File: src/logic/cnn_stream_pkg.sv
//==========================================================================
// stream format shared by the convolution stage and its testbench
// pixel type plus line and frame geometry
//==========================================================================
package cnn_stream_pkg;

    // signed input and output pixels
    localparam int DATA_WIDTH = 8;

    typedef logic signed [DATA_WIDTH-1:0] pixel_t;

    // pixels per line, must stay even for the 2-wide pool
    localparam int LINE_LEN = 8;

    // lines between sof and eof
    localparam int LINES_PER_FRAME = 4;

    // pixel position inside a line
    localparam int PIX_CNT_WIDTH = $clog2(LINE_LEN);

endpackage

File: src/logic/cnn_layer_pkg.sv
//==========================================================================
// layer arithmetic for the two convolution branches and the max pool
// weights are fixed constants, ordered current, previous, second previous
//==========================================================================
package cnn_layer_pkg;

    localparam int KERNEL_TAPS  = 3;
    localparam int WEIGHT_WIDTH = 4;

    // smoothing kernel
    localparam logic signed [WEIGHT_WIDTH-1:0] KERNEL_L [KERNEL_TAPS] =
        '{4'sd1, 4'sd2, 4'sd1};

    // edge kernel
    localparam logic signed [WEIGHT_WIDTH-1:0] KERNEL_R [KERNEL_TAPS] =
        '{4'sd2, 4'sd0, -4'sd2};

    // holds 3 x 8-bit x 4-bit products with headroom
    localparam int ACC_WIDTH = 14;

    // arithmetic shift before the ReLU
    localparam int ACC_SHIFT = 2;

    // upper clamp of the ReLU
    localparam int RELU_MAX = 127;

    // horizontal pool window
    localparam int POOL_WIDTH = 2;

endpackage

File: src/logic/conv_branch.sv
`timescale 1ns/1ps
//==========================================================================
// one convolution branch: causal 3-tap line filter, shift and ReLU clamp
// output valid and markers two cycles after the input pixel
//==========================================================================
module conv_branch #(
    parameter logic signed [cnn_layer_pkg::WEIGHT_WIDTH-1:0]
        KERNEL [cnn_layer_pkg::KERNEL_TAPS] = cnn_layer_pkg::KERNEL_L
) (
    input  logic                   clk,
    input  logic                   rst_n_i,
    input  logic                   valid_i,
    input  cnn_stream_pkg::pixel_t data_i,
    input  logic                   sop_i,
    input  logic                   eop_i,
    input  logic                   sof_i,
    input  logic                   eof_i,
    output logic                   valid_o,
    output cnn_stream_pkg::pixel_t data_o,
    output logic                   sop_o,
    output logic                   eop_o,
    output logic                   sof_o,
    output logic                   eof_o
);
    import cnn_stream_pkg::*;
    import cnn_layer_pkg::*;

    pixel_t                      tap_q [KERNEL_TAPS];
    logic                        valid_q;
    // sop, eop, sof, eof of stage one
    logic [3:0]                  mark_q;
    logic signed [ACC_WIDTH-1:0] acc;
    logic signed [ACC_WIDTH-1:0] acc_shr;
    pixel_t                      relu;

    // tap window, older taps start from zero on every line
    always_ff @(posedge clk) begin
        if (valid_i) begin
            tap_q[0] <= data_i;
            for (int i = 1; i < KERNEL_TAPS; i++) begin
                tap_q[i] <= sop_i ? '0 : tap_q[i-1];
            end
        end
    end

    // weighted sum, floor shift, clamp to 0..RELU_MAX
    always_comb begin
        acc = '0;
        for (int i = 0; i < KERNEL_TAPS; i++) begin
            acc = acc + tap_q[i] * KERNEL[i];
        end
        acc_shr = acc >>> ACC_SHIFT;
        if (acc_shr < 0)
            relu = '0;
        else if (acc_shr > RELU_MAX)
            relu = pixel_t'(RELU_MAX);
        else
            relu = pixel_t'(acc_shr);
    end

    always_ff @(posedge clk) begin
        if (valid_q) begin
            data_o <= relu;
        end
    end

    // valid and markers follow the data through both stages
    always_ff @(posedge clk) begin
        if (!rst_n_i) begin
            valid_q <= 1'b0;
            mark_q  <= '0;
            valid_o <= 1'b0;
            sop_o   <= 1'b0;
            eop_o   <= 1'b0;
            sof_o   <= 1'b0;
            eof_o   <= 1'b0;
        end else begin
            valid_q <= valid_i;
            mark_q  <= valid_i ? {sop_i, eop_i, sof_i, eof_i} : 4'b0000;
            valid_o <= valid_q;
            sop_o   <= mark_q[3];
            eop_o   <= mark_q[2];
            sof_o   <= mark_q[1];
            eof_o   <= mark_q[0];
        end
    end

endmodule

File: src/logic/concat_channels.sv
`timescale 1ns/1ps
//==========================================================================
// joins left and right branch pixels into one two-channel stream
// left word leaves one cycle after input, right word the cycle after
//==========================================================================
module concat_channels (
    input  logic                   clk,
    input  logic                   rst_n_i,
    input  logic                   valid_i,
    input  cnn_stream_pkg::pixel_t data_l_i,
    input  cnn_stream_pkg::pixel_t data_r_i,
    input  logic                   sop_i,
    input  logic                   eop_i,
    input  logic                   sof_i,
    input  logic                   eof_i,
    output logic                   valid_o,
    output cnn_stream_pkg::pixel_t data_o,
    output logic                   sop_o,
    output logic                   eop_o,
    output logic                   sof_o,
    output logic                   eof_o
);
    import cnn_stream_pkg::*;

    pixel_t right_q;
    logic   right_pend_q;
    logic   eop_q;
    logic   eof_q;

    // right pixel waits one cycle behind the left one
    always_ff @(posedge clk) begin
        if (valid_i) begin
            right_q <= data_r_i;
        end
    end

    always_ff @(posedge clk) begin
        if (valid_i) begin
            data_o <= data_l_i;
        end else if (right_pend_q) begin
            data_o <= right_q;
        end
    end

    // start markers on the left slot, end markers on the right slot
    always_ff @(posedge clk) begin
        if (!rst_n_i) begin
            right_pend_q <= 1'b0;
            eop_q        <= 1'b0;
            eof_q        <= 1'b0;
            valid_o      <= 1'b0;
            sop_o        <= 1'b0;
            eop_o        <= 1'b0;
            sof_o        <= 1'b0;
            eof_o        <= 1'b0;
        end else begin
            right_pend_q <= valid_i;
            if (valid_i) begin
                eop_q <= eop_i;
                eof_q <= eof_i;
            end
            // input spacing keeps the two slots apart
            valid_o <= valid_i | right_pend_q;
            sop_o   <= valid_i & sop_i;
            sof_o   <= valid_i & sof_i;
            eop_o   <= right_pend_q & eop_q;
            eof_o   <= right_pend_q & eof_q;
        end
    end

endmodule

File: src/logic/max_pool.sv
`timescale 1ns/1ps
//==========================================================================
// horizontal max pool over an interleaved left/right two-channel stream
// one output word per channel at the end of each pool window
//==========================================================================
module max_pool (
    input  logic                   clk,
    input  logic                   rst_n_i,
    input  logic                   valid_i,
    input  cnn_stream_pkg::pixel_t data_i,
    input  logic                   sop_i,
    input  logic                   eop_i,
    input  logic                   sof_i,
    input  logic                   eof_i,
    output logic                   valid_o,
    output cnn_stream_pkg::pixel_t data_o,
    output logic                   sop_o,
    output logic                   eop_o,
    output logic                   sof_o,
    output logic                   eof_o
);
    import cnn_stream_pkg::*;
    import cnn_layer_pkg::*;

    // 0 for left channel, 1 for right
    logic                     slot_q;
    logic [PIX_CNT_WIDTH-1:0] pos_q;
    logic                     sop_pend_q;
    logic                     sof_pend_q;
    pixel_t                   hold_q [2];
    logic                     cur_slot;
    logic [PIX_CNT_WIDTH-1:0] cur_pos;
    logic                     win_first;
    logic                     win_last;
    pixel_t                   win_max;

    // sop restarts slot and position on the current word
    always_comb begin
        cur_slot  = sop_i ? 1'b0 : slot_q;
        cur_pos   = sop_i ? '0 : pos_q;
        win_first = (cur_pos % POOL_WIDTH) == 0;
        win_last  = (cur_pos % POOL_WIDTH) == POOL_WIDTH - 1;
        win_max   = (data_i > hold_q[cur_slot]) ? data_i : hold_q[cur_slot];
    end

    // running max per channel
    always_ff @(posedge clk) begin
        if (valid_i) begin
            hold_q[cur_slot] <= win_first ? data_i : win_max;
            if (win_last) begin
                data_o <= win_max;
            end
        end
    end

    always_ff @(posedge clk) begin
        if (!rst_n_i) begin
            slot_q     <= 1'b0;
            pos_q      <= '0;
            sop_pend_q <= 1'b0;
            sof_pend_q <= 1'b0;
            valid_o    <= 1'b0;
            sop_o      <= 1'b0;
            eop_o      <= 1'b0;
            sof_o      <= 1'b0;
            eof_o      <= 1'b0;
        end else begin
            valid_o <= 1'b0;
            sop_o   <= 1'b0;
            eop_o   <= 1'b0;
            sof_o   <= 1'b0;
            eof_o   <= 1'b0;
            if (valid_i) begin
                slot_q <= ~cur_slot;
                if (cur_slot) begin
                    pos_q <= (cur_pos == PIX_CNT_WIDTH'(LINE_LEN - 1)) ? '0 : cur_pos + 1'b1;
                end
                if (sop_i) begin
                    sop_pend_q <= 1'b1;
                end
                if (sof_i) begin
                    sof_pend_q <= 1'b1;
                end
                if (win_last) begin
                    valid_o <= 1'b1;
                    eop_o   <= eop_i;
                    eof_o   <= eof_i;
                    // start markers move to the first left output of the line
                    if (!cur_slot) begin
                        sop_o      <= sop_pend_q | sop_i;
                        sof_o      <= sof_pend_q | sof_i;
                        sop_pend_q <= 1'b0;
                        sof_pend_q <= 1'b0;
                    end
                end
            end
        end
    end

endmodule

File: src/logic/conv_nn.sv
`timescale 1ns/1ps
//==========================================================================
// top of the two-branch convolution stage: branches, concat, max pool
// source must leave at least one idle cycle between input pixels
//==========================================================================
module conv_nn (
    input  logic                   clk,
    input  logic                   rst_n_i,
    input  logic                   data_valid_i,
    input  cnn_stream_pkg::pixel_t data_l_i,
    input  cnn_stream_pkg::pixel_t data_r_i,
    input  logic                   sop_i,
    input  logic                   eop_i,
    input  logic                   sof_i,
    input  logic                   eof_i,
    output cnn_stream_pkg::pixel_t data_o,
    output logic                   data_valid_o,
    output logic                   sop_o,
    output logic                   eop_o,
    output logic                   sof_o,
    output logic                   eof_o
);
    import cnn_stream_pkg::*;

    logic   br_l_valid;
    pixel_t br_l_data;
    logic   br_l_sop;
    logic   br_l_eop;
    logic   br_l_sof;
    logic   br_l_eof;
    pixel_t br_r_data;

    logic   cat_valid;
    pixel_t cat_data;
    logic   cat_sop;
    logic   cat_eop;
    logic   cat_sof;
    logic   cat_eof;

    conv_branch #(.KERNEL(cnn_layer_pkg::KERNEL_L)) u_branch_l (
        .clk     (clk),          .rst_n_i (rst_n_i),
        .valid_i (data_valid_i), .data_i  (data_l_i),
        .sop_i   (sop_i),        .eop_i   (eop_i),
        .sof_i   (sof_i),        .eof_i   (eof_i),
        .valid_o (br_l_valid),   .data_o  (br_l_data),
        .sop_o   (br_l_sop),     .eop_o   (br_l_eop),
        .sof_o   (br_l_sof),     .eof_o   (br_l_eof)
    );

    // timing matches the left branch, so only its data is taken
    conv_branch #(.KERNEL(cnn_layer_pkg::KERNEL_R)) u_branch_r (
        .clk     (clk),          .rst_n_i (rst_n_i),
        .valid_i (data_valid_i), .data_i  (data_r_i),
        .sop_i   (sop_i),        .eop_i   (eop_i),
        .sof_i   (sof_i),        .eof_i   (eof_i),
        .valid_o (),             .data_o  (br_r_data),
        .sop_o   (),             .eop_o   (),
        .sof_o   (),             .eof_o   ()
    );

    concat_channels u_concat (
        .clk      (clk),        .rst_n_i  (rst_n_i),
        .valid_i  (br_l_valid), .data_l_i (br_l_data), .data_r_i (br_r_data),
        .sop_i    (br_l_sop),   .eop_i    (br_l_eop),
        .sof_i    (br_l_sof),   .eof_i    (br_l_eof),
        .valid_o  (cat_valid),  .data_o   (cat_data),
        .sop_o    (cat_sop),    .eop_o    (cat_eop),
        .sof_o    (cat_sof),    .eof_o    (cat_eof)
    );

    max_pool u_max_pool (
        .clk     (clk),          .rst_n_i (rst_n_i),
        .valid_i (cat_valid),    .data_i  (cat_data),
        .sop_i   (cat_sop),      .eop_i   (cat_eop),
        .sof_i   (cat_sof),      .eof_i   (cat_eof),
        .valid_o (data_valid_o), .data_o  (data_o),
        .sop_o   (sop_o),        .eop_o   (eop_o),
        .sof_o   (sof_o),        .eof_o   (eof_o)
    );

endmodule

File: config.mk
export PLATFORM = sky130hd
export DESIGN_NAME = conv_nn
export DESIGN_NICKNAME = d
export VERILOG_FILES = /design/src/logic/cnn_stream_pkg.sv /design/src/logic/cnn_layer_pkg.sv /design/src/logic/conv_branch.sv /design/src/logic/concat_channels.sv /design/src/logic/max_pool.sv /design/src/logic/conv_nn.sv
export SDC_FILE = /design/constraint.sdc
export NUM_CORES = 1
export LEC_CHECK = 0
export BUFFER_PORTS_ARGS = -buffer_cell sky130_fd_sc_hd__buf_2
export CORE_ASPECT_RATIO = 0.6
export CORE_UTILIZATION = 41
export CTS_CLUSTER_SIZE = 14
export DETAILED_ROUTE_END_ITERATION = 16
export SLEW_MARGIN = 5
export SYNTH_ARGS = -nofsm -noshare
export SYNTH_HDL_FRONTEND = slang
export SYNTH_SLANG_ARGS = --single-unit
File: constraint.sdc
create_clock -name clk -period 9.4 [get_ports clk]
set_input_delay 2.35 -clock clk [delete_from_list [all_inputs] [get_ports clk]]
set_output_delay 2.35 -clock clk [all_outputs]
set_load 0.005 [all_outputs]
==> results of run 1 <==
power breakdown:
| group | leakage (nW) | internal (mW) | switching, mW |
|---|---|---|---|
| logic | 1.23 | 0.0937 | 0.119 |
| registers | 1.22 | 0.669 | 0.0193 |
| clock network | 0.296 | 0.385 | 0.269 |
| total | 2.74 | 1.15 | 0.407 |
logic make-up after synthesis:
logic type	count (synthesis)	share of synthesized area
other	1	0.0006147
and+or+nand+nor	123	0.1101
DFF	131	0.6005
adders and majority gates	39	0.09229
AOI/OAI and AO/OA	67	0.07506
muxes	34	0.06727
buffers and inverters	30	0.01969
xor gates and xnor gates	24	0.03446
stage by stage:
| step | total power, mW | cell area [sq um] | utilization | setup slack (ns) | cells |
|---|---|---|---|---|---|
| 5_1_grt | 1.627 | 7096 | 0.4891 | 5.804 | 708 |
| 4_1_cts | 1.571 | 7096 | 0.4891 | 6.108 | 708 |
| 3_5_place_dp | 0.9110 | 6501 | 0.4482 | 6.034 | 676 |
| 2_1_floorplan | 0.8544 | 6105 | - | 6.368 | 450 |
| 3_3_place_gp | 0.9060 | 6501 | 0.4482 | 6.067 | 676 |
| 6_report | 1.555 | 7096 | 0.4891 | 6.085 | 708 |
layer usage:
layer | vias to the layer above | track usage | share of wire
met1 | 1647 | 0.2084 | 0.54
met2 | 45 | 0.2253 | 0.42
li1 | 1733 | - | -
met4 | 0 | 0.05529 | 0.0094
met3 | 10 | 0.03841 | 0.034
met5 | - | 0 | 0
final cells by class:
type / count / area, sq um / share of cell area
Clock buffer: 20 / 489.2 / 0.06895
Clock inverter: 12 / 105.1 / 0.01481
Inverter: 21 / 78.83 / 0.01111
Multi-Input combinational cell: 289 / 2321 / 0.3271
Sequential cell: 131 / 3664 / 0.5163
Tap cell: 198 / 247.7 / 0.03491
Timing Repair Buffer: 37 / 190.2 / 0.02680
state kept, by name, summed over array words and instances, names as in the netlist, 4 cells and up:
register,count
u_branch_l.tap_q,24
u_concat.right_q,8
u_branch_r.data_o,8
u_max_pool.hold_q,16
u_branch_r.tap_q,24
u_branch_l.data_o,8
u_concat.data_o,8
u_max_pool.data_o,8
u_branch_l.mark_q,4
worst paths after layout:
check,startpoint,endpoint,slack (ns),depth (start not counted)
max,u_branch_r.tap_q[0][18]$_SDFFCE_PP0P_,u_branch_r.data_o[4]$_SDFFCE_PN0P_,6.08,11
min reg2reg,u_branch_r.data_o[7]$_SDFFCE_PP0P_,u_concat.right_q[7]$_DFFE_PP_,0.42,0
min,u_branch_r.data_o[7]$_SDFFCE_PP0P_,u_concat.right_q[7]$_DFFE_PP_,0.42,0
max reg2reg,u_branch_r.tap_q[0][18]$_SDFFCE_PP0P_,u_branch_r.data_o[4]$_SDFFCE_PN0P_,6.08,11
synthesized netlist by cell type (2+ instances only):
| cell type | number |
|---|---|
| xnor2_1 | 15 |
| a21boi_0 | 2 |
| nand2_1 | 15 |
| nor2b_1 | 41 |
| nor2_1 | 21 |
| mux2_4 | 8 |
| nand2b_1 | 4 |
| xor2_1 | 9 |
| o21ai_0 | 8 |
| nor3_1 | 6 |
| dfxtp_1 | 27 |
| a21o_1 | 5 |
| and3_1 | 9 |
| and2_1 | 13 |
| a31oi_1 | 9 |
| nand3_1 | 4 |
| inv_1 | 21 |
| mux2i_1 | 2 |
| o21a_1 | 3 |
| clkbuf_1 | 8 |
| ha_1 | 29 |
| fa_1 | 10 |
| a21oi_1 | 21 |
| mux2_2 | 24 |
| o21ai_1 | 2 |
| edfxtp_1 | 104 |
| o31ai_1 | 2 |
| or2_2 | 5 |
worst max-delay path: cells and delay by family (launching register included):
kind | cells | cell delay [ns]
AO/OA/AOI/OAI | 4 | 0.96
adder cells (fa/ha/maj) | 1 | 0.40
XOR/XNOR | 1 | 0.13
flip-flops | 1 | 0.43
AND/OR/NAND/NOR | 5 | 1.11
==> qor.txt, run 1 <==
FFs w/ async S/R, synth = 0
Routed Antenna Nets = 0
Crit path DAT = 3.45 ns
Worst path slowest cell = nor4_1
Clock Sinks = 131
Via density = 4.852
Final Slew Violations = 0
Die Y = 96.49 um
Synth warn = 0
Fin crit share = 0.3527
Worst-path fanout max = 7
Post-synth EDFFs = 104
Synthesized flop and latch total = 131
Total number of vias = 3435
DRC = 0
Initial antenna violation count = 0
Vias in the first global route = 3528
Gr usage total = 0.1493
Main area contributors after synthesis = edfxtp_1 (51%), dfxtp_1 (8.9%), ha_1 (5.9%)
Hold WS = 0.4156 ns
# port buffers = 35
Die area = 15390 sq um
Worst skew pair latency = 0.42 ns
Crit path cell chain = nor2_1 -> nand3_1 -> nor4_1 -> xnor2_1 -> ha_1 -> nand2_1 -> a2111oi_2 -> nor2_1 -> a2111o_1 -> o211ai_2 -> a31oi_1
Final setup TNS = 0 ns
Area growth syn-to-layout = 16.30%
Status = finished clean
Hold Vio Cnt, Final = 0
CP most frequent cell = nor2_1
Most frequent cells in the layout = edfxtp_1 (104), nor2b_1 (41), buf_2 (35)
Final wirelength = 10.38 mm
Largest net degree at the start of global routing = 54
RePlAce Congestion = 0.7783
Hold WC Path Type = reg2reg
CTS Hold Bufs = 0
Synthesized area per cell = 13.59 sq um
TritonCTS clock tree = done
Starting Density = 0.4206
Slew headroom = 0.3945
Chip width = 159.5 um
Maximum vdd ir drop = 108.1 uV
Final setup viols = 0
CP endpoint kind = flip-flop
Clk_skew = 0.01439 ns
Root buffer cell = clkbuf_16
Hpwl dp = 7.222 mm
CP Data Required Time = 9.54 ns
Avg WL per Cell = 14.66 um
Pwr dens = 219.2 nW/um^2
Clock slew at the register clock pins of the worst setup and hold paths = 0.06 ns
Ant diodes = 0
Total I/O pin count = 36
Crit path launch type = flip-flop
Post-Syn Area = 6101 sq um
Max Cap Viol = 0
Worst-margin pin slew = 0.9070 ns
Drt pass-1 iters = 4
Leakage = 2.744 nW
Sequential cell area fraction in the yosys report = 0.6005
Max Freq = 0.3016 GHz
Commonest non-fill, non-tap cell in the layout = edfxtp_1
Resize count post-CTS = 0
Post-synth cell types = 50
1st-iter DRT viols = 192
Number of CTS-inserted buffers = 17
Remaining Overflow, GRT = 0
Most used flip-flop cell after synthesis = edfxtp_1
Cell taking the most area after synthesis = edfxtp_1
H-tree lvl count = 4
RSZ-0062 raised after global routing = false
Setup Fix Bufs, Post-CTS = 0
Core Rows = 34
Core Region = 14510 sq um
Nets = 559
Largest buffer count on any clock path = 2
CP max stage delay = 0.45 ns
Final Critical Period = 3.315 ns
FILL cells = 1262
Top-area cell type share of the netlist area = 0.5119
Layout cells sized above 1 = 0.2196
Post-synthesis instance total = 449
First-pass GRT wire length = 17.36 mm
Worst Setup Path Type = reg2reg
(Power assumes the default switching activity.)
==> run 2, diff against run 1 <==
==> constraint.sdc (replaced) <==
create_clock -name clk -period 3.3 [get_ports clk]
set_input_delay 0.825 -clock clk [delete_from_list [all_inputs] [get_ports clk]]
set_output_delay 0.825 -clock clk [all_outputs]
set_load 0.005 [all_outputs]
==> qor.txt, run 2 (same netlist as run 1, synthesis figures left out) <==
Core Rows = 34
Chip width = 159.5 um
Area growth syn-to-layout = 17.31%
Final Slew Violations = 0
Worst skew pair latency = 0.42 ns
Ant diodes = 0
Pwr dens = 616.4 nW/um^2
Hold Vio Cnt, Final = 0
Via density = 4.891
H-tree lvl count = 4
Initial antenna violation count = 0
Clk_skew = 0.01226 ns
First-pass GRT wire length = 17.09 mm
Status = finished clean
Remaining Overflow, GRT = 0
Avg WL per Cell = 14.22 um
Worst-margin pin slew = 0.8975 ns
Routed Antenna Nets = 0
Worst Setup Path Type = reg2reg
Commonest non-fill, non-tap cell in the layout = edfxtp_1
Placed Cells incl. Taps = 682
Largest net degree at the start of global routing = 42
Placed Area = 6546 sq um
Hold WC Path Type = reg2reg
Starting Density = 0.4206
Setup WS post-layout = 0.2475 ns
Nets = 565
Root buffer cell = clkbuf_16
1st-iter DRT viols = 225
FF+latch area = 3664 sq um
# port buffers = 35
RePlAce Congestion = 0.7958
CP Data Required Time = 3.43 ns
Crit path DAT = 3.18 ns
Final Critical Period = 3.053 ns
Max Cap Viol = 0
Largest registers = u_branch_l.tap_q (24), u_branch_r.tap_q (24), u_max_pool.hold_q (16)
Worst-path fanout max = 7
Maximum vdd ir drop = 265.1 uV
Gr usage total = 0.1461
RSZ-0062 raised after global routing = false
Setup WS pre-CTS = 0.02685 ns
Area of the multi-input gates = 2351 sq um
Vias in the first global route = 3497
Cell area after layout = 7157 sq um
Final wirelength = 10.15 mm
Crit path launch type = flip-flop
Final core occ = 0.4934
Core Region = 14510 sq um
Most frequent cells in the layout = edfxtp_1 (104), nor2b_1 (41), buf_2 (35)
Layout cells sized above 1 = 0.2384
Crit path cell chain = nor2_1 -> nand3_1 -> nor4_1 -> buf_4 -> xnor2_1 -> ha_2 -> nand2_1 -> a2111oi_4 -> o21a_1 -> a21oi_1 -> o211ai_2 -> a31oi_1
Total I/O pin count = 36
Max Freq = 0.3276 GHz
Clock Sinks = 131
Largest buffer count on any clock path = 2
Final setup TNS = 0 ns
CTS Hold Bufs = 0
Die Y = 96.49 um
Slew headroom = 0.4008
Leakage = 2.769 nW
Hpwl dp = 7.154 mm
Fin crit share = 0.9250
FILL cells = 1265
CP endpoint kind = flip-flop
Setup Fix Bufs, Post-CTS = 0
Worst path slowest cell = edfxtp_1
Number of CTS-inserted buffers = 17
Die area = 15390 sq um
Final setup viols = 0
Final Non-Filler Cells = 714
TritonCTS clock tree = done
CP max stage delay = 0.42 ns
Hold Path Depth = 0
Total number of vias = 3492
Drt pass-1 iters = 6
R2R cell count = 12
Clock slew at the register clock pins of the worst setup and hold paths = 0.06 ns
DRC = 0
-- run 2: cell types whose count changed in the layout (fill, tap and decap cells not counted), sizes merged --
cell	previous run	this run
buf	37	43
clkbuf	20	18
clkinv	3	2
inv	30	33
-- run 2: area by class of cell --
cell class / instances / area share
flip-flops and latches: 131 / 0.5119
clock buffers: 18 / 0.06294
multi-input cells: 289 / 0.3285
clock inverters: 14 / 0.01818
repair buffers: 43 / 0.03287
well taps: 198 / 0.03462
inverters: 21 / 0.01101
-- run 2: timing repair --
action,CTS,global route
hold endpoints to repair,0,0
endpoints found under the setup margin,16,23
pin swaps,0,2
resized for setup,1,6
-- run 2: report_power, final --
| part | internal [mW] | leakage, nW | switching (mW) |
|---|---|---|---|
| Clock | 1.04 | 0.292 | 0.795 |
| Sequential | 1.90 | 1.22 | 0.0553 |
| Combinational | 0.279 | 1.26 | 0.335 |
| Total | 3.23 | 2.77 | 1.18 |
-- run 2: worst paths after layout --
kind / startpoint / to / slack [ns]
worst max-delay path: u_branch_r.tap_q[0][18]$_SDFFCE_PP0P_ / u_branch_r.data_o[3]$_SDFFCE_PN0P_ / 0.25
worst min-delay path: u_branch_r.data_o[4]$_SDFFCE_PN0P_ / u_concat.right_q[4]$_DFFE_PP_ / 0.41
worst max register to register: u_branch_r.tap_q[0][18]$_SDFFCE_PP0P_ / u_branch_r.data_o[3]$_SDFFCE_PN0P_ / 0.25
worst min register to register: u_branch_r.data_o[4]$_SDFFCE_PN0P_ / u_concat.right_q[4]$_DFFE_PP_ / 0.41
-- run 2: through the flow --
step	power (mW)	hold slack, ns
after global routing	4.618	0.4175
after detailed placement	2.599	0.4080
after global placement	2.588	0.4028
after CTS	4.452	0.4157
final	4.412	0.4134
after floorplan	2.434	0.4003
-- run 2: routing by layer --
layer  up-vias  track usage  wire [um]
li1       1750            -          -
met1      1685       0.2054       5484
met2        43       0.2158       4265
met3        14      0.03756        261
met4         0      0.06010        140
met5         -            0          0
-- run 2: critical path, delay by kind of cell, from the launching register on --
kind                       cells  cell delay (ns)
adders and majority gates      1             0.40
AOI/OAI and AO/OA              5             1.06
buffers and inverters          1             0.17
and+or+nand+nor                4             0.65
DFF                            1             0.42
xor gates and xnor gates       1             0.06
